<file path="config.mk">
export PLATFORM = sky130hd
export DESIGN_NAME = reg_file
export DESIGN_NICKNAME = d
export VERILOG_FILES = /design/src/rv_exec_pkg.sv /design/src/reg_file.sv
export SDC_FILE = /design/constraint.sdc
export NUM_CORES = 2
export LEC_CHECK = 0
export BUFFER_PORTS_ARGS = -buffer_cell sky130_fd_sc_hd__clkbuf_2
export CORE_MARGIN = 2
export CORE_UTILIZATION = 35
export CTS_CLUSTER_SIZE = 24
export DETAILED_ROUTE_END_ITERATION = 7
export GPL_ROUTABILITY_DRIVEN = 0
export SLEW_MARGIN = 20
export SYNTH_ARGS = -nofsm -noshare
export SYNTH_HDL_FRONTEND = slang
export SYNTH_SLANG_ARGS = --single-unit
export TNS_END_PERCENT = 5
</file>
<file path="constraint.sdc">
create_clock -name clk -period 2.7 [get_ports clk]
set_input_delay 0.135 -clock clk [delete_from_list [all_inputs] [get_ports clk]]
set_output_delay 0.135 -clock clk [all_outputs]
set_load 0.03 [all_outputs]
</file>
<file path="src/rv_exec_pkg.sv">
package rv_exec_pkg;

    localparam int xlen = 32;

    // one-hot ALU select, bit order follows the ALU's partial results
    typedef logic [10:0] alu_op_t;

    localparam alu_op_t alu_add  = 11'b000_0000_0001;
    localparam alu_op_t alu_sltu = 11'b000_0000_0010;
    localparam alu_op_t alu_bne  = 11'b000_0000_0100;
    localparam alu_op_t alu_xor  = 11'b000_0000_1000;
    localparam alu_op_t alu_or   = 11'b000_0001_0000;
    localparam alu_op_t alu_sub  = 11'b000_0010_0000;
    localparam alu_op_t alu_sra  = 11'b000_0100_0000;
    localparam alu_op_t alu_sll  = 11'b000_1000_0000;
    localparam alu_op_t alu_and  = 11'b001_0000_0000;
    localparam alu_op_t alu_bge  = 11'b010_0000_0000;
    localparam alu_op_t alu_beq  = 11'b100_0000_0000;

    typedef struct packed {
        logic [6:0] funct7;
        logic [4:0] rs2;
        logic [4:0] rs1;
        logic [2:0] funct3;
        logic [4:0] rd;
        logic [6:0] opcode;
    } r_fmt_t;

    typedef struct packed {
        logic [11:0] imm;
        logic [4:0]  rs1;
        logic [2:0]  funct3;
        logic [4:0]  rd;
        logic [6:0]  opcode;
    } i_fmt_t;

    // branch offset is scattered over the word
    typedef struct packed {
        logic       imm_12;
        logic [5:0] imm_10_5;
        logic [4:0] rs2;
        logic [4:0] rs1;
        logic [2:0] funct3;
        logic [3:0] imm_4_1;
        logic       imm_11;
        logic [6:0] opcode;
    } b_fmt_t;

    typedef union packed {
        r_fmt_t r;
        i_fmt_t i;
        b_fmt_t b;
    } instr_u;

    localparam logic [6:0] op_reg    = 7'b0110011;
    localparam logic [6:0] op_imm    = 7'b0010011;
    localparam logic [6:0] op_branch = 7'b1100011;

    localparam logic [2:0] f3_add_sub = 3'b000;
    localparam logic [2:0] f3_sll     = 3'b001;
    localparam logic [2:0] f3_sltu    = 3'b011;
    localparam logic [2:0] f3_xor     = 3'b100;
    localparam logic [2:0] f3_sr      = 3'b101;
    localparam logic [2:0] f3_or      = 3'b110;
    localparam logic [2:0] f3_and     = 3'b111;
    localparam logic [2:0] f3_beq     = 3'b000;
    localparam logic [2:0] f3_bne     = 3'b001;
    localparam logic [2:0] f3_bge     = 3'b101;

    localparam logic [6:0] funct7_base = 7'b0000000;
    localparam logic [6:0] funct7_alt  = 7'b0100000;

endpackage

</file>
<file path="src/reg_file.sv">
`timescale 1ns/1ps

module reg_file
    import rv_exec_pkg::*;
(
    input  logic            clk,
    input  logic            rst,
    input  logic [4:0]      rs1_idx,
    input  logic [4:0]      rs2_idx,
    output logic [xlen-1:0] rs1_val,
    output logic [xlen-1:0] rs2_val,
    input  logic            we,
    input  logic [4:0]      waddr,
    input  logic [xlen-1:0] wdata
);

    // x0 has no storage
    logic [xlen-1:0] regs [1:31];

    function automatic logic [xlen-1:0] read_port(input logic [4:0] idx);
        logic [xlen-1:0] val;
        if (idx == 5'd0) begin
            val = '0;
        end else if (we && waddr == idx) begin
            // write-through for a same-cycle write
            val = wdata;
        end else begin
            val = regs[idx];
        end
        return val;
    endfunction

    always_comb begin
        rs1_val = read_port(rs1_idx);
        rs2_val = read_port(rs2_idx);
    end

    always_ff @(posedge clk) begin
        if (rst) begin
            for (int i = 1; i < 32; i++) begin
                regs[i] <= '0;
            end
        end else if (we && waddr != 5'd0) begin
            regs[waddr] <= wdata;
        end
    end

endmodule

</file>
==> flow_metrics.py <==
metrics = {
    "logic_synthesis": {
        "ys_async_sr_fraction_pct": 0,
        "synth.avg_cell_area_sq_um": 14.63,
        "synth-compound-area-share_pct": 6.452,
        "synth_cells": 3741,
        "synth_fa_ha_area_share_pct": 0,
        "synth-xor-area-share_pct": 0.1601,
        "yosysSeqAreaShare_pct": 56.19,
        "yosys-top-cells-area": "edfxtp_1, mux4_2, and2_1",
        "ys.flop_type": "edfxtp_1",
        "netlist.area_leader.share_pct": 56.19,
        "post_synth_instance_area_sq_um": 54720,
        "synth_top_family_by_area": "multiplexers",
        "synth_edf_count": 1024,
        "synthSimpleGateAreaFrac_pct": 12.74,
        "synth_top_cell_by_area": "edfxtp_1",
        "ys_ff_latch": 1024,
        "synth_mux_area_share_pct": 21.21,
        "yosys_warnings": 0,
        "synthDistinctLibCells": 51,
    },
    "min_path": {
        "hold_path_end": "regs[0][15]",
        "hold_start": "wdata[15]",
        "hold_depth": 1,
        "hold_class": "in -> reg",
    },
    "finish": {
        "fin_area_sq_um": 65050,
        "fillCellCount": 14039,
        "top_regs": "regs: 1024 flops",
        "largest_register_ffs": 1024,
        "multi_input_area_sq_um": 23500,
        "top_register": "regs",
        "fin_nets": 4003,
        "drive_gt1_share_pct": 30.34,
        "seq_area_sq_um": 30750,
        "final_util_pct": 41.79,
        "area_growth_pct": 18.88,
    },
    "worst_setup_path": {
        "crit_path_end_kind": "output port",
        "required_ns": 2.57,
        "cp-startpoint": "regs[13][15]",
        "startpoint_type": "flip-flop",
        "critical_path_arrival_ns": 2.84,
        "cp_max_fo": 2,
        "critical_path_class": "reg -> out",
    },
    "floorplan": {
        "core_sq_um": 155700,
        "ioPinCount": 114,
        "initial_core_util_pct": 35.15,
        "row_count": 145,
        "die_area_sq_um": 159500,
        "die_y_um": 399.4,
        "die_w_um": 399.4,
    },
    "power_and_ir_drop": {
        "ir_worst_vdd_v": 0.0005232,
        "power_uw": 39930,
        "p_leak_uw": 0.02303,
        "power.density_nw_per_um2": 613.8,
    },
    "status": {
        "violations": "setup timing",
        "status": "finished with violations",
    },
    "detailed_routing": {
        "via_count": 36885,
        "antenna_left": 0,
        "first_pass_iters": 6,
        "wirelength_mm": 198.2,
        "drc_errors": 0,
        "initialDrtViolationCount": 5086,
        "wire_per_inst_um": 32.46,
        "viasPerCell": 6.039,
    },
    "flow_run": {
        "max_cap_viol_count": 0,
    },
    "sta": {
        "max_freq_ghz": 0.3366,
        "rsz0062_at_grt": "true",
        "slew_headroom_pct": 45.73,
        "setup_viol": 39,
        "finalCritPeriodShare_pct": 110.0,
        "setup_tns_ns": -4.128,
        "tightest_slew_ns": 0.8140,
        "slew_violations": 0,
        "period_needed_ns": 2.971,
        "finalWorstSetupSlack_ns": -0.2709,
        "hold_viol_final": 0,
    },
    "global_route": {
        "grt_use_total_pct": 24.59,
        "grt_max_degree": 44,
        "grt_pass1_vias": 36637,
        "grt_pass1_wl_mm": 278.3,
        "grt_overflow": 0,
        "antenna_found_initial": 9,
    },
    "place": {
        "hpwlAfterDp_mm": 128.5,
        "place_area_sq_um": 60130,
        "portBuffers": 113,
    },
    "clocking": {
        "clk_path_buf_depth": 3,
        "htreeDepth": 3,
        "cts_tree": "built",
        "cts_sinks": 1024,
        "cts_buffers": 106,
        "path_clk_slew_ns": 0.07,
        "clock-root-buffer": "clkbuf_16",
    },
}
==> report_power, final <==
| group | internal [uW] | leakage [uW] | switching, uW |
|---|---|---|---|
| logic | 2590 | 0.0116 | 3560 |
| registers | 18400 | 0.00975 | 457 |
| clock network | 8420 | 0.00167 | 6540 |
| total | 29400 | 0.0230 | 10600 |
==> area by class of cell <==
type	count	share of cell area [%]
repair buffers	487	7.324
clock inverters	72	0.9924
multi-input cells	2332	36.13
diodes	6	0.02308
flip-flops and latches	1024	47.27
well taps	2058	3.958
inverters	2	0.01154
clock buffers	127	4.297
==> critical path: stages, from the launching register on <==
cell       delay [ns]
edfxtp_1         0.39
mux4_2           0.50
a22o_4           0.29
a2111oi_4        0.19
buf_4            0.18
a21oi_2          0.03
a22o_1           0.22
buf_12           0.15
clkbuf_16        0.15
==> repair_timing <==
| action | in CTS | in global routing |
|---|---|---|
| resized for setup | 255 | 21 |
| hold endpoints to repair | 53 | 0 |
| pin swaps | 96 | 9 |
| endpoints found under the setup margin | 59 | 60 |
| buffers inserted | 10 | 0 |
| hold buffers | 6 | 0 |
==> kinds of logic (layout without fill, tap and decap cells) <==
family                 Yosys count  count (layout)
AND/OR/NAND/NOR               1147            1147
flip-flops                    1024            1024
multiplexers                   674             674
AO/OA/AOI/OAI                  469             469
buffers and inverters          416             688
XOR/XNOR                        10              10
other                            1              38
==> worst max path at each step <==
stage                        to  slack (ns)
floorplan           rs1_val[10]        0.53
global route        rs1_val[16]       -0.36
detailed placement  rs1_val[14]       -0.23
CTS                 rs1_val[15]       -0.30
finish              rs1_val[15]       -0.27
global placement    rs1_val[14]       -0.20
==> through the flow <==
stage,cells,hold WS [ns],setup slack (ns)
final,6108,0.03661,-0.2709
after global routing,6102,0.02770,-0.3558
after CTS,6102,0.03368,-0.2994
after detailed placement,5887,0.6171,-0.2300
after global placement,5887,0.6037,-0.2030
after floorplan,3772,0.2339,0.5312
==> cells in the mapped netlist (33+ instances only) <==
cell type / n
nor2_1: 45
o221ai_1: 42
nand2_1: 37
clkbuf_1: 302
mux2i_1: 281
mux4_2: 388
edfxtp_1: 1024
o22ai_1: 41
or2_2: 33
buf_2: 69
and2_1: 994
a21oi_1: 78
a22o_1: 55
a22oi_1: 133
==> cell usage in the layout, fill, tap and decap left out, types with 11 or more instances in the layout <==
| cell type | instances |
|---|---|
| clkbuf_1 | 18 |
| a22oi_2 | 24 |
| bufinv_16 | 11 |
| and2_1 | 993 |
| clkbuf_16 | 110 |
| conb_1 | 32 |
| o221ai_1 | 38 |
| clkbuf_8 | 35 |
| a2111oi_4 | 15 |
| or2_2 | 33 |
| a22oi_1 | 109 |
| o221a_2 | 15 |
| mux4_2 | 388 |
| buf_12 | 76 |
| nor2_4 | 28 |
| a22o_1 | 39 |
| mux2i_1 | 277 |
| clkinv_2 | 14 |
| a22o_4 | 15 |
| nand3_1 | 11 |
| a21oi_2 | 17 |
| clkbuf_2 | 54 |
| nand2_1 | 37 |
| clkinv_1 | 37 |
| buf_4 | 297 |
| a21oi_1 | 53 |
| edfxtp_1 | 1024 |
| o22ai_1 | 40 |
==> layer usage <==
layer	global-route usage (%)	wire length (um)	part of all wire [%]
met5	0	56	0.028
met4	9.211	8147	4.1
met3	5.274	20100	10
met2	37.93	90000	45
met1	34.05	79940	40
No activity file was read; power rests on OpenSTA's default activity.
