$ cat src/rv_exec_pkg.sv
package rv_exec_pkg;

    localparam int xlen = 32;

    // one-hot ALU select, bit order follows the ALU's partial results
    typedef logic [10:0] alu_op_t;

    localparam alu_op_t alu_add  = 11'b000_0000_0001;
    localparam alu_op_t alu_sltu = 11'b000_0000_0010;
    localparam alu_op_t alu_bne  = 11'b000_0000_0100;
    localparam alu_op_t alu_xor  = 11'b000_0000_1000;
    localparam alu_op_t alu_or   = 11'b000_0001_0000;
    localparam alu_op_t alu_sub  = 11'b000_0010_0000;
    localparam alu_op_t alu_sra  = 11'b000_0100_0000;
    localparam alu_op_t alu_sll  = 11'b000_1000_0000;
    localparam alu_op_t alu_and  = 11'b001_0000_0000;
    localparam alu_op_t alu_bge  = 11'b010_0000_0000;
    localparam alu_op_t alu_beq  = 11'b100_0000_0000;

    typedef struct packed {
        logic [6:0] funct7;
        logic [4:0] rs2;
        logic [4:0] rs1;
        logic [2:0] funct3;
        logic [4:0] rd;
        logic [6:0] opcode;
    } r_fmt_t;

    typedef struct packed {
        logic [11:0] imm;
        logic [4:0]  rs1;
        logic [2:0]  funct3;
        logic [4:0]  rd;
        logic [6:0]  opcode;
    } i_fmt_t;

    // branch offset is scattered over the word
    typedef struct packed {
        logic       imm_12;
        logic [5:0] imm_10_5;
        logic [4:0] rs2;
        logic [4:0] rs1;
        logic [2:0] funct3;
        logic [3:0] imm_4_1;
        logic       imm_11;
        logic [6:0] opcode;
    } b_fmt_t;

    typedef union packed {
        r_fmt_t r;
        i_fmt_t i;
        b_fmt_t b;
    } instr_u;

    localparam logic [6:0] op_reg    = 7'b0110011;
    localparam logic [6:0] op_imm    = 7'b0010011;
    localparam logic [6:0] op_branch = 7'b1100011;

    localparam logic [2:0] f3_add_sub = 3'b000;
    localparam logic [2:0] f3_sll     = 3'b001;
    localparam logic [2:0] f3_sltu    = 3'b011;
    localparam logic [2:0] f3_xor     = 3'b100;
    localparam logic [2:0] f3_sr      = 3'b101;
    localparam logic [2:0] f3_or      = 3'b110;
    localparam logic [2:0] f3_and     = 3'b111;
    localparam logic [2:0] f3_beq     = 3'b000;
    localparam logic [2:0] f3_bne     = 3'b001;
    localparam logic [2:0] f3_bge     = 3'b101;

    localparam logic [6:0] funct7_base = 7'b0000000;
    localparam logic [6:0] funct7_alt  = 7'b0100000;

endpackage

$ cat src/exec_if.sv
`timescale 1ns/1ps

interface exec_if
    import rv_exec_pkg::*;
();
    logic            valid;
    alu_op_t         op;
    logic [4:0]      rs1_idx;
    logic [4:0]      rs2_idx;
    logic [xlen-1:0] rs1_val;
    logic [xlen-1:0] rs2_val;
    logic [xlen-1:0] imm;
    logic            use_imm;
    logic [4:0]      rd;
    logic            writes_rd;
    logic            is_branch;
    logic [xlen-1:0] pc;

    modport src (output valid, op, rs1_idx, rs2_idx, rs1_val, rs2_val, imm, use_imm,
                 rd, writes_rd, is_branch, pc);
    modport dst (input valid, op, rs1_idx, rs2_idx, rs1_val, rs2_val, imm, use_imm,
                 rd, writes_rd, is_branch, pc);

endinterface

$ cat src/instr_decoder.sv
`timescale 1ns/1ps

module instr_decoder
    import rv_exec_pkg::*;
(
    input  logic            clk,
    input  logic            rst,
    input  logic            instr_valid,
    input  instr_u          instr,
    input  logic [xlen-1:0] pc,
    output logic [4:0]      rs1_idx,
    output logic [4:0]      rs2_idx,
    input  logic [xlen-1:0] rs1_val,
    input  logic [xlen-1:0] rs2_val,
    output logic            illegal,
    exec_if.src             dec
);

    alu_op_t         op_d;
    logic [xlen-1:0] imm_d;
    logic            use_imm_d;
    logic            writes_rd_d;
    logic            is_branch_d;
    logic            legal_d;
    logic            f7_base;
    logic            f7_alt;

    // register fields sit at the same place in every format
    assign rs1_idx = instr.r.rs1;
    assign rs2_idx = instr.r.rs2;

    assign f7_base = (instr.r.funct7 == funct7_base);
    assign f7_alt  = (instr.r.funct7 == funct7_alt);

    always_comb begin
        op_d        = '0;
        imm_d       = '0;
        use_imm_d   = 1'b0;
        writes_rd_d = 1'b0;
        is_branch_d = 1'b0;
        case (instr.r.opcode)
            op_reg: begin
                writes_rd_d = 1'b1;
                case (instr.r.funct3)
                    f3_add_sub: op_d = f7_alt ? alu_sub : (f7_base ? alu_add : '0);
                    f3_sll:     op_d = f7_base ? alu_sll  : '0;
                    f3_sltu:    op_d = f7_base ? alu_sltu : '0;
                    f3_xor:     op_d = f7_base ? alu_xor  : '0;
                    // only the arithmetic right shift is supported
                    f3_sr:      op_d = f7_alt  ? alu_sra  : '0;
                    f3_or:      op_d = f7_base ? alu_or   : '0;
                    f3_and:     op_d = f7_base ? alu_and  : '0;
                    default:    op_d = '0;
                endcase
            end
            op_imm: begin
                writes_rd_d = 1'b1;
                use_imm_d   = 1'b1;
                imm_d       = {{(xlen - 12){instr.i.imm[11]}}, instr.i.imm};
                case (instr.i.funct3)
                    f3_add_sub: op_d = alu_add;
                    f3_sltu:    op_d = alu_sltu;
                    f3_xor:     op_d = alu_xor;
                    f3_or:      op_d = alu_or;
                    f3_and:     op_d = alu_and;
                    // shift immediates reuse the funct7 slot
                    f3_sll:     op_d = f7_base ? alu_sll : '0;
                    f3_sr:      op_d = f7_alt  ? alu_sra : '0;
                    default:    op_d = '0;
                endcase
            end
            op_branch: begin
                is_branch_d = 1'b1;
                imm_d = {{(xlen - 13){instr.b.imm_12}}, instr.b.imm_12, instr.b.imm_11,
                         instr.b.imm_10_5, instr.b.imm_4_1, 1'b0};
                case (instr.b.funct3)
                    f3_beq:  op_d = alu_beq;
                    f3_bne:  op_d = alu_bne;
                    f3_bge:  op_d = alu_bge;
                    default: op_d = '0;
                endcase
            end
            default: op_d = '0;
        endcase
    end

    // anything without an ALU operation is unsupported
    assign legal_d = |op_d;

    always_ff @(posedge clk) begin
        if (rst) begin
            dec.valid <= 1'b0;
            illegal   <= 1'b0;
        end else begin
            dec.valid <= instr_valid & legal_d;
            illegal   <= instr_valid & ~legal_d;
        end
    end

    always_ff @(posedge clk) begin
        if (instr_valid) begin
            dec.op        <= op_d;
            dec.rs1_idx   <= instr.r.rs1;
            dec.rs2_idx   <= instr.r.rs2;
            dec.rs1_val   <= rs1_val;
            dec.rs2_val   <= rs2_val;
            dec.imm       <= imm_d;
            dec.use_imm   <= use_imm_d;
            dec.rd        <= instr.r.rd;
            dec.writes_rd <= writes_rd_d;
            dec.is_branch <= is_branch_d;
            dec.pc        <= pc;
        end
    end

    a_dec_op_onehot: assert property (@(posedge clk) disable iff (rst)
        dec.valid |-> $onehot(dec.op))
        else $error("decoded op not one-hot");

endmodule

$ cat src/flat_wrapper.sv
// flat-port wrapper written by rule: the top's interface ports become plain ports
module instr_decoder_flat import rv_exec_pkg::*;
  (clk, rst, instr_valid, instr, pc, rs1_idx, rs2_idx, rs1_val, rs2_val, illegal, dec_valid, dec_op, dec_rs1_idx, dec_rs2_idx, dec_rs1_val, dec_rs2_val, dec_imm, dec_use_imm, dec_rd, dec_writes_rd, dec_is_branch, dec_pc);
  exec_if dec_i ();
  input  logic clk;
  input  logic rst;
  input  logic instr_valid;
  input  instr_u instr;
  input  logic [xlen-1:0] pc;
  output logic [4:0] rs1_idx;
  output logic [4:0] rs2_idx;
  input  logic [xlen-1:0] rs1_val;
  input  logic [xlen-1:0] rs2_val;
  output logic illegal;
  output wire logic [$bits(dec_i.valid)-1:0] dec_valid;
  output wire logic [$bits(dec_i.op)-1:0] dec_op;
  output wire logic [$bits(dec_i.rs1_idx)-1:0] dec_rs1_idx;
  output wire logic [$bits(dec_i.rs2_idx)-1:0] dec_rs2_idx;
  output wire logic [$bits(dec_i.rs1_val)-1:0] dec_rs1_val;
  output wire logic [$bits(dec_i.rs2_val)-1:0] dec_rs2_val;
  output wire logic [$bits(dec_i.imm)-1:0] dec_imm;
  output wire logic [$bits(dec_i.use_imm)-1:0] dec_use_imm;
  output wire logic [$bits(dec_i.rd)-1:0] dec_rd;
  output wire logic [$bits(dec_i.writes_rd)-1:0] dec_writes_rd;
  output wire logic [$bits(dec_i.is_branch)-1:0] dec_is_branch;
  output wire logic [$bits(dec_i.pc)-1:0] dec_pc;
  assign dec_valid = dec_i.valid;
  assign dec_op = dec_i.op;
  assign dec_rs1_idx = dec_i.rs1_idx;
  assign dec_rs2_idx = dec_i.rs2_idx;
  assign dec_rs1_val = dec_i.rs1_val;
  assign dec_rs2_val = dec_i.rs2_val;
  assign dec_imm = dec_i.imm;
  assign dec_use_imm = dec_i.use_imm;
  assign dec_rd = dec_i.rd;
  assign dec_writes_rd = dec_i.writes_rd;
  assign dec_is_branch = dec_i.is_branch;
  assign dec_pc = dec_i.pc;
  instr_decoder u_core (.clk(clk), .rst(rst), .instr_valid(instr_valid), .instr(instr), .pc(pc), .rs1_idx(rs1_idx), .rs2_idx(rs2_idx), .rs1_val(rs1_val), .rs2_val(rs2_val), .illegal(illegal), .dec(dec_i));
endmodule
$ cat config.mk
export PLATFORM = sky130hd
export DESIGN_NAME = instr_decoder_flat
export DESIGN_NICKNAME = d
export VERILOG_FILES = /design/src/rv_exec_pkg.sv /design/src/exec_if.sv /design/src/instr_decoder.sv /design/src/flat_wrapper.sv
export SDC_FILE = /design/constraint.sdc
export NUM_CORES = 1
export LEC_CHECK = 0
export ABC_AREA = 1
export ABC_CLOCK_PERIOD_IN_PS = 1150
export BUFFER_PORTS_ARGS = -buffer_cell sky130_fd_sc_hd__buf_4
export CAP_MARGIN = 10
export CORE_ASPECT_RATIO = 1.1
export CORE_MARGIN = 4
export CORE_UTILIZATION = 39
export CTS_CLUSTER_SIZE = 10
export DETAILED_ROUTE_END_ITERATION = 10
export PLACE_DENSITY = 0.76
export SYNTH_ARGS = -nofsm -noshare
export SYNTH_HDL_FRONTEND = slang
export SYNTH_SLANG_ARGS = --single-unit
$ cat constraint.sdc
create_clock -name clk -period 1.15 [get_ports clk]
set_input_delay 0.2875 -clock clk [delete_from_list [all_inputs] [get_ports clk]]
set_output_delay 0.2875 -clock clk [all_outputs]
set_load 0.05 [all_outputs]
==> flow_metrics.py, run 1 <==
metrics = {
    "run_status": {
        "status": "complete, but fails checks",
        "violations": "setup timing",
    },
    "drt": {
        "wire_per_inst_um": 19.3,
        "drt_first_iter_violations": 172,
        "viasPerCell": 4.55,
        "drcViolationCount": 0,
        "dr.pass1.iters": 4,
        "wl_um": 14600,
        "ant_nets": 0,
        "vias": 3448,
    },
    "logic_synthesis": {
        "synth_top_area_share_pct": 84.5,
        "syn_area_mm2": 0.00491,
        "yosys-top-cells-area": "edfxtp_1, buf_4, nor2_1, inv_1, nand2_1",
        "synthAdderAreaFrac_pct": 0,
        "syn_nets": 407,
        "synth-seq-cells": 140,
        "synthCells": 276,
        "synth_edf_count": 138,
        "synth_cell_types": 21,
        "yosysWarnings": 0,
        "seq_area_frac_synth_pct": 85.3,
        "synth_top_family_by_area": "simple AND/OR/NAND/NOR gates",
        "synth-compound-area-share_pct": 1.86,
        "synth_top_cell_by_area": "edfxtp_1",
        "synthXorXnorAreaFrac_pct": 0,
        "synthSimpleGateAreaFrac_pct": 6.73,
        "synthMuxAreaShare_pct": 0,
        "ys.flop_type": "edfxtp_1",
        "synth_async_sr_flop_share_pct": 0,
        "synth_area_per_cell_um2": 17.8,
    },
    "grt": {
        "grt_max_degree": 45,
        "grt_pass1_wl_um": 20900,
        "grt.total_usage_pct": 19.7,
        "grt_pass1_vias": 3673,
        "antenna_found_initial": 0,
        "grt_overflow_total": 0,
    },
    "cts": {
        "root_buffer": "clkbuf_16",
        "numClockSinks": 140,
        "numCtsBuffers": 17,
        "cts_buffer_depth": 2,
        "clk_pin_slew_ns": 0.06,
        "cts_setup_buffers": 0,
        "cts.htree.levels": 4,
        "cts_tree": "built",
    },
    "layout": {
        "fillers": 797,
        "diodes": 0,
        "nets": 724,
        "regArea_mm2": 0.00419,
        "multiInputGateArea_um2": 424,
        "top_regs": "u_core.dec.pc (32), u_core.dec.rs1_val (32), u_core.dec.rs2_val (32)",
        "drive_above_1_share_pct": 61.9,
        "area_growth_pct": 74.8,
        "fin_util_pct": 70.3,
    },
    "floorplanning": {
        "fp.dieW_um": 115,
        "fp.dieArea_mm2": 0.0144,
        "coreArea_mm2": 0.0122,
        "num_rows": 42,
        "start_util_pct": 40.2,
        "die_h_um": 126,
        "io_pins": 300,
    },
    "pwr": {
        "leakagePower_nw": 3.69,
        "intPower_mw": 10.5,
        "swShare_pct": 28.2,
        "power_frac_seq_pct": 42.4,
        "pwr-share-comb_pct": 21.0,
        "switchingPower_mw": 4.13,
        "power_density_mw_per_mm2": 1710,
        "ir_drop_uv": 1100,
        "pwr-share-clk_pct": 36.6,
    },
    "placed_design": {
        "post-place-ws_ns": -0.318,
        "io_buffers": 299,
        "dp_hpwl_um": 11100,
        "gp_congestion": 0.830,
    },
    "sta": {
        "fmax_ghz": 0.684,
        "finalCritPeriodShare_pct": 127,
        "setup_slack_ns": -0.312,
        "finalMaxSlewViolations": 0,
        "setup_viol": 159,
        "tightest_slew_ns": 0.330,
        "tns_ns": -18.91,
        "fin_crit_ns": 1.46,
        "maxSlewHeadroom_pct": 77.8,
        "final-hold-violation-count": 0,
        "rsz0062_at_grt": "true",
    },
    "critical_path": {
        "crit_family": "flip-flops",
        "crit_required_ns": 0.86,
        "path_class": "reg2out",
        "crit_fanout": 20,
        "start_kind": "flip-flop",
        "path_buf_inv": 2,
        "cp_cell_sequence": "buf_12, buf_6",
        "cp-end-kind": "output port",
        "critPathMaxStageDelay_ns": 0.41,
        "arrival_ns": 1.17,
        "cp_slowest_cell": "edfxtp_1",
    },
    "worst_hold_path": {
        "hp-class": "in2reg",
    },
    "job": {
        "drv_cap": 0,
    },
}
path summary, 6_finish.rpt:
| kind | start | to | slack, ns | cells after the start |
|---|---|---|---|---|
| hold / removal | rs2_val[20] | u_core.dec.rs2_val[20] | 0.05 | 1 |
| setup / recovery | u_core.dec.imm[30] | dec_imm[18] | -0.31 | 2 |
layer usage:
metal	track usage, %	part of all wire [%]	vias up
li1	-	-	1604
met1	19.2	32	1636
met2	37.0	57	184
met3	6.24	8.4	24
met4	8.77	2.7	0
met5	0	0	-
power by group through the flow:
stage / registers [mW] / clock network (mW) / logic [mW]
6_report: 6.21 / 5.35 / 3.07
5_1_grt: 6.24 / 5.70 / 3.17
4_1_cts: 6.21 / 5.45 / 3.09
3_5_place_dp: 6.24 / 0 / 2.83
3_3_place_gp: 6.22 / 0 / 2.80
2_1_floorplan: 7.55 / 0 / 0.341
through the flow:
step | instance area [um2] | std cells | hold slack [ns] | power, mW
3_5_place_dp | 7380 | 728 | 0.467 | 9.07
5_1_grt | 8580 | 758 | 0.0325 | 15.1
2_1_floorplan | 4910 | 276 | 0.386 | 7.89
6_report | 8580 | 758 | 0.0538 | 14.6
3_3_place_gp | 7380 | 728 | 0.466 | 9.02
4_1_cts | 8580 | 758 | 0.0346 | 14.7
cell usage after synthesis, types with 3 or more instances:
master / instances
nand2_2: 5
nand2_1: 18
nor3_1: 6
a22o_1: 4
inv_2: 3
nor2_1: 31
nor2_2: 4
nand3_1: 4
buf_4: 29
inv_1: 19
edfxtp_1: 138
what timing repair did:
item / CTS / global route
endpoints found under the setup margin: 159 / 159
hold buffers: 0 / 0
gates cloned: 0 / 0
pin swaps: 0 / 0
resized for setup: 166 / 0
placed cells by master, fill, tap and decap left out, types with 3 or more instances in the layout:
master and count:
a22o_1 4, buf_12 4, buf_4 163, buf_6 158, bufinv_16 3, clkbuf_16 17
clkinv_1 3, clkinvlp_4 3, edfxtp_1 138, inv_1 19, inv_2 3, nand2_1 18
nand2_2 5, nand3_1 4, nor2_1 30, nor2_2 5, nor3_1 6
final cells by class:
cell class              count  share of cell area (%)
multi-input cells          85                    4.95
well taps                 154                    2.25
flip-flops and latches    140                    48.8
clock inverters            13                    1.77
inverters                  22                   0.963
clock buffers              17                    4.96
repair buffers            327                    36.3
kinds of logic (layout without fill, tap and decap cells):
group	after synthesis	in the layout
AO/OA/AOI/OAI	12	12
flip-flops	140	140
buffers and inverters	51	379
AND/OR/NAND/NOR	73	73
No activity file was read; power rests on OpenSTA's default activity.
==> run 2, diff against run 1 <==
CELL_PAD_IN_SITES_DETAIL_PLACEMENT = 2   (was default)
CELL_PAD_IN_SITES_GLOBAL_PLACEMENT = 2   (was default)
CORE_UTILIZATION = 24   (was 39)
PLACE_DENSITY = 0.74   (was 0.76)
==> run 2 against run 1 <==
The run still ends with setup timing left. Global-route usage is 3.6 points lower. Maximum frequency fell by 1.5%. Wire length increased by 30%. Sequential power about the same. Cell count is 14% higher. Via count grew 2.6%. Die area is 58% higher. Count of clock-buffer cells in the layout increased by 3. Hold slack got worse by 0.0019 ns.
==> flow_metrics.py, run 2 (synthesis results as in run 1) <==
metrics = {
    "run_status": {
        "violations": "setup timing",
        "status": "complete, but fails checks",
    },
    "sta": {
        "tns_ns": -21.16,
        "maxSlewHeadroom_pct": 76.0,
        "fmax_ghz": 0.674,
        "setup_viol": 159,
        "finalCritPeriodShare_pct": 129,
        "hold_slack_ns": 0.0519,
        "finalMaxSlewViolations": 0,
        "rsz0062_at_grt": "true",
        "final-hold-violation-count": 0,
        "setup_slack_ns": -0.334,
        "fin_crit_ns": 1.48,
        "tightest_slew_ns": 0.359,
    },
    "cts": {
        "cts_tree": "built",
        "numCtsBuffers": 17,
        "cts_buffer_depth": 2,
        "root_buffer": "clkbuf_16",
        "cts_setup_buffers": 0,
        "hold_buffers": 0,
        "clk_pin_slew_ns": 0.06,
        "numClockSinks": 140,
        "cts.htree.levels": 4,
    },
    "worst_hold_path": {
        "hp-class": "in2reg",
        "worstHoldStart": "rs1_val[3]",
    },
    "drt": {
        "wl_met3_um": 1630,
        "viasPerCell": 4.11,
        "drt_first_iter_violations": 196,
        "ant_nets": 0,
        "wl_um": 19000,
        "dr_wl_met2_um": 11000,
        "wl_met1_um": 6280,
        "drcViolationCount": 0,
        "routed.top_layer": "met5",
        "wire_per_inst_um": 22.1,
        "dr.pass1.iters": 7,
        "vias": 3539,
    },
    "floorplanning": {
        "die_h_um": 158,
        "fp.dieArea_mm2": 0.0228,
        "io_pins": 300,
        "fp.dieW_um": 144,
        "coreArea_mm2": 0.0200,
        "start_util_pct": 24.5,
        "num_rows": 54,
    },
    "layout": {
        "drive_above_1_share_pct": 61.6,
        "final_common_cell": "buf_4",
        "final_cell_mix": "buf_4, buf_6, edfxtp_1",
        "regArea_mm2": 0.00419,
        "nets": 727,
        "top_regs": "u_core.dec.pc (32), u_core.dec.rs1_val (32), u_core.dec.rs2_val (32)",
        "area_growth_pct": 76.9,
        "fillers": 1969,
        "finalNonFillerCells": 861,
        "fin_area_mm2": 0.00868,
        "diodes": 0,
        "multiInputGateArea_um2": 437,
    },
    "critical_path": {
        "cp-end-kind": "output port",
        "critPathMaxStageDelay_ns": 0.40,
        "arrival_ns": 1.20,
        "crit_required_ns": 0.86,
        "path_buf_inv": 2,
        "crit_family": "flip-flops",
        "start_kind": "flip-flop",
        "crit_fanout": 20,
        "cp_slowest_cell": "edfxtp_1",
        "path_class": "reg2out",
        "critPathLaunch": "u_core.dec.imm[30]",
        "cp_cell_sequence": "buf_8, buf_4",
    },
    "grt": {
        "grt_pass1_vias": 4032,
        "grt_max_degree": 27,
        "grt_pass1_wl_um": 26500,
        "antenna_found_initial": 1,
        "grt_overflow_total": 0,
        "grt.total_usage_pct": 16.1,
    },
    "pwr": {
        "ir_drop_uv": 845,
        "leakagePower_nw": 3.68,
        "power_density_mw_per_mm2": 1680,
    },
    "placed_design": {
        "dp_hpwl_um": 15000,
        "place_area_mm2": 0.00756,
        "dp_cells": 829,
        "io_buffers": 299,
        "gp_congestion": 0.791,
    },
    "job": {
        "drv_cap": 0,
    },
}
run 2: changes by cell type in the layout (fill, tap and decap cells not counted), sizes merged:
| cell | before | now |
|---|---|---|
| inv | 23 | 24 |
| clkbuf | 17 | 20 |
| clkinvlp | 3 | 2 |
| bufinv | 3 | 2 |
| buf | 327 | 330 |
run 2: final timing paths:
| check | cells past startpoint | end | slack [ns] |
|---|---|---|---|
| worst max-delay path | 2 | dec_imm[19] | -0.33 |
| worst min-delay path | 1 | u_core.dec.rs1_val[3] | 0.05 |
run 2: layout make-up:
type	instances	share of cell area, %
Sequential cell	140	48.2
Clock inverter	12	1.38
Timing Repair Buffer	330	35.7
Clock buffer	20	5.03
Multi-Input combinational cell	85	5.03
Tap cell	252	3.63
Inverter	22	0.952
run 2: timing repair:
item,in CTS,in global routing
resized for setup,147,2
pin swaps,0,0
endpoints found under the setup margin,159,160
run 2: through the flow:
stage | power [mW] | utilization [%] | setup WS [ns]
2_1_floorplan | 7.89 | - | -0.360
3_3_place_gp | 9.08 | 37.8 | -0.240
3_5_place_dp | 9.17 | 37.8 | -0.305
4_1_cts | 14.8 | 43.3 | -0.366
5_1_grt | 15.2 | 43.4 | -0.380
6_report | 14.6 | 43.4 | -0.334
run 2: routing by layer:
metal,up-vias,GRT usage [%]
li1,1608,-
met1,1738,16.0
met2,175,31.3
met3,16,5.92
met4,2,3.73
met5,-,0
run 2: where the power goes:
part / internal, mW / switching [mW] / leakage (nW)
Clock: 3.17 / 2.07 / 0.263
Combinational: 1.11 / 2.00 / 2.06
Sequential: 6.03 / 0.203 / 1.36
Total: 10.3 / 4.28 / 3.68
==> run 3, diff against run 2 <==
ABC_CLOCK_PERIOD_IN_PS = 1300   (was 1150)
clock period = 1.3 ns   (was 1.15 ns; I/O delays follow)
==> run 3 against run 2 <==
Clock power down 14%. Die area did not move. Flip-flop and latch count did not move. Critical path depth unchanged. Via count rose by 0.59%. Wire length up 5.2%. Cell count fell by 0.35%. First-iteration DRC count down 7.7%. Critical endpoint is now dec_imm[18]. Sequential power down 11%. Combinational power fell by 11%. The flow still finishes with violations (setup timing).
==> flow_metrics.py, run 3 (synthesis results as in run 1) <==
metrics = {
    "placed_design": {
        "io_buffers": 299,
        "gp_congestion": 0.774,
        "dp_hpwl_um": 15700,
        "place_area_mm2": 0.00748,
        "post-place-ws_ns": -0.230,
    },
    "run_status": {
        "status": "complete, but fails checks",
        "violations": "setup timing",
    },
    "sta": {
        "rsz0062_at_grt": "true",
        "fmax_ghz": 0.661,
        "final-hold-violation-count": 0,
        "tightest_slew_ns": 0.444,
        "maxSlewHeadroom_pct": 70.3,
        "finalMaxSlewViolations": 0,
        "setup_slack_ns": -0.213,
        "fin_crit_ns": 1.51,
        "finalCritPeriodShare_pct": 116,
        "setup_viol": 71,
    },
    "pwr": {
        "ir_drop_uv": 756,
        "power_density_mw_per_mm2": 1480,
        "leakagePower_nw": 3.67,
    },
    "drt": {
        "drcViolationCount": 0,
        "viasPerCell": 4.15,
        "wl_um": 20000,
        "ant_nets": 0,
        "drt_first_iter_violations": 181,
        "dr.pass1.iters": 4,
        "vias": 3560,
        "wire_per_inst_um": 23.3,
    },
    "floorplanning": {
        "num_rows": 54,
        "die_h_um": 158,
        "fp.dieW_um": 144,
        "start_util_pct": 24.5,
        "coreArea_mm2": 0.0200,
        "fp.dieArea_mm2": 0.0228,
        "io_pins": 300,
    },
    "critical_path": {
        "cp-end-kind": "output port",
        "path_class": "reg2out",
        "start_kind": "flip-flop",
        "crit_required_ns": 0.98,
        "arrival_ns": 1.19,
        "crit_fanout": 10,
    },
    "grt": {
        "grt_overflow_total": 0,
        "grt_pass1_vias": 3968,
        "grt_max_degree": 39,
        "grt.total_usage_pct": 16.7,
        "antenna_found_initial": 1,
        "grt_pass1_wl_um": 27100,
    },
    "worst_hold_path": {
        "hp-class": "in2reg",
        "worstHoldStart": "rs1_val[25]",
        "whs_path_depth": 1,
        "min_to": "u_core.dec.rs1_val[25]",
    },
    "layout": {
        "top_regs": "u_core.dec.pc (32), u_core.dec.rs1_val (32), u_core.dec.rs2_val (32)",
        "area_growth_pct": 76.3,
        "drive_above_1_share_pct": 61.6,
        "fin_area_mm2": 0.00865,
        "final_cell_mix": "buf_4, buf_6, edfxtp_1",
        "nets": 724,
        "diodes": 0,
        "final_common_cell": "buf_4",
    },
    "job": {
        "drv_cap": 0,
    },
    "cts": {
        "numClockSinks": 140,
        "numCtsBuffers": 17,
        "clk_pin_slew_ns": 0.07,
        "root_buffer": "clkbuf_16",
        "hold_buffers": 0,
        "cts_buffer_depth": 2,
        "cts.htree.levels": 4,
        "cts_tree": "built",
    },
}
## run 3: changes by cell type in the layout (fill, tap and decap cells not counted), sizes merged
cell | before | now
buf | 330 | 327
bufinv | 2 | 1
clkbuf | 20 | 17
clkinv | 6 | 9
clkinvlp | 2 | 3
## run 3: worst max path at each step
| stage | depth (start not counted) | to | slack, ns | from |
|---|---|---|---|---|
| floorplan | 1 | dec_imm[13] | -0.25 | u_core.dec.imm[30] |
| global placement | 6 | u_core.dec.op[3] | -0.17 | instr[29] |
| detailed placement | 6 | u_core.dec.op[3] | -0.23 | instr[29] |
| CTS | 2 | dec_imm[24] | -0.20 | u_core.dec.imm[30] |
| global route | 2 | dec_imm[18] | -0.26 | u_core.dec.imm[30] |
| finish | 2 | dec_imm[18] | -0.21 | u_core.dec.imm[30] |
## run 3: worst max-delay path, stage by stage (launching register included)
cell and delay [ns]:
edfxtp_1 0.43, buf_6 0.19, buf_6 0.16
## run 3: what timing repair did
item                                    4_1_cts  5_1_grt
pin swaps                                     0        0
resized for setup                           160        1
endpoints found under the setup margin      157      158
gates cloned                                  0        0
buffers inserted                              2        0
## run 3: through the flow
stage / hold WS (ns) / power [mW] / util (%) / std cells / setup TNS [ns]
detailed placement: 0.505 / 8.12 / 37.4 / 824 / -4.17
CTS: 0.0662 / 13.0 / 43.2 / 858 / -7.51
global placement: 0.503 / 8.01 / 37.4 / 824 / -1.99
floorplan: 0.424 / 6.98 / - / 276 / -4.71
global route: 0.0599 / 13.3 / 43.2 / 858 / -11.06
finish: 0.0842 / 12.8 / 43.2 / 858 / -5.30
## run 3: power by group
group | leakage (nW) | internal [mW] | switching (mW) | total [mW]
clock | 0.262 | 2.62 | 1.91 | 4.53
sequential | 1.36 | 5.33 | 0.193 | 5.53
combinational | 2.05 | 0.991 | 1.78 | 2.77
## run 3: layout make-up
cell class,instances,area [um2]
well taps,252,315
flip-flops and latches,140,4180
inverters,22,82.6
clock inverters,15,123
multi-input cells,85,422
fillers,1980,11400
repair buffers,327,3100
clock buffers,17,425
## run 3: layer usage
metal / routed length (um) / track usage (%) / part of all wire, %
met3: 1450 / 4.95 / 7.3
met5: 7 / 0 / 0.035
met2: 12100 / 34.0 / 60
met1: 6350 / 16.3 / 32
met4: 131 / 3.33 / 0.65
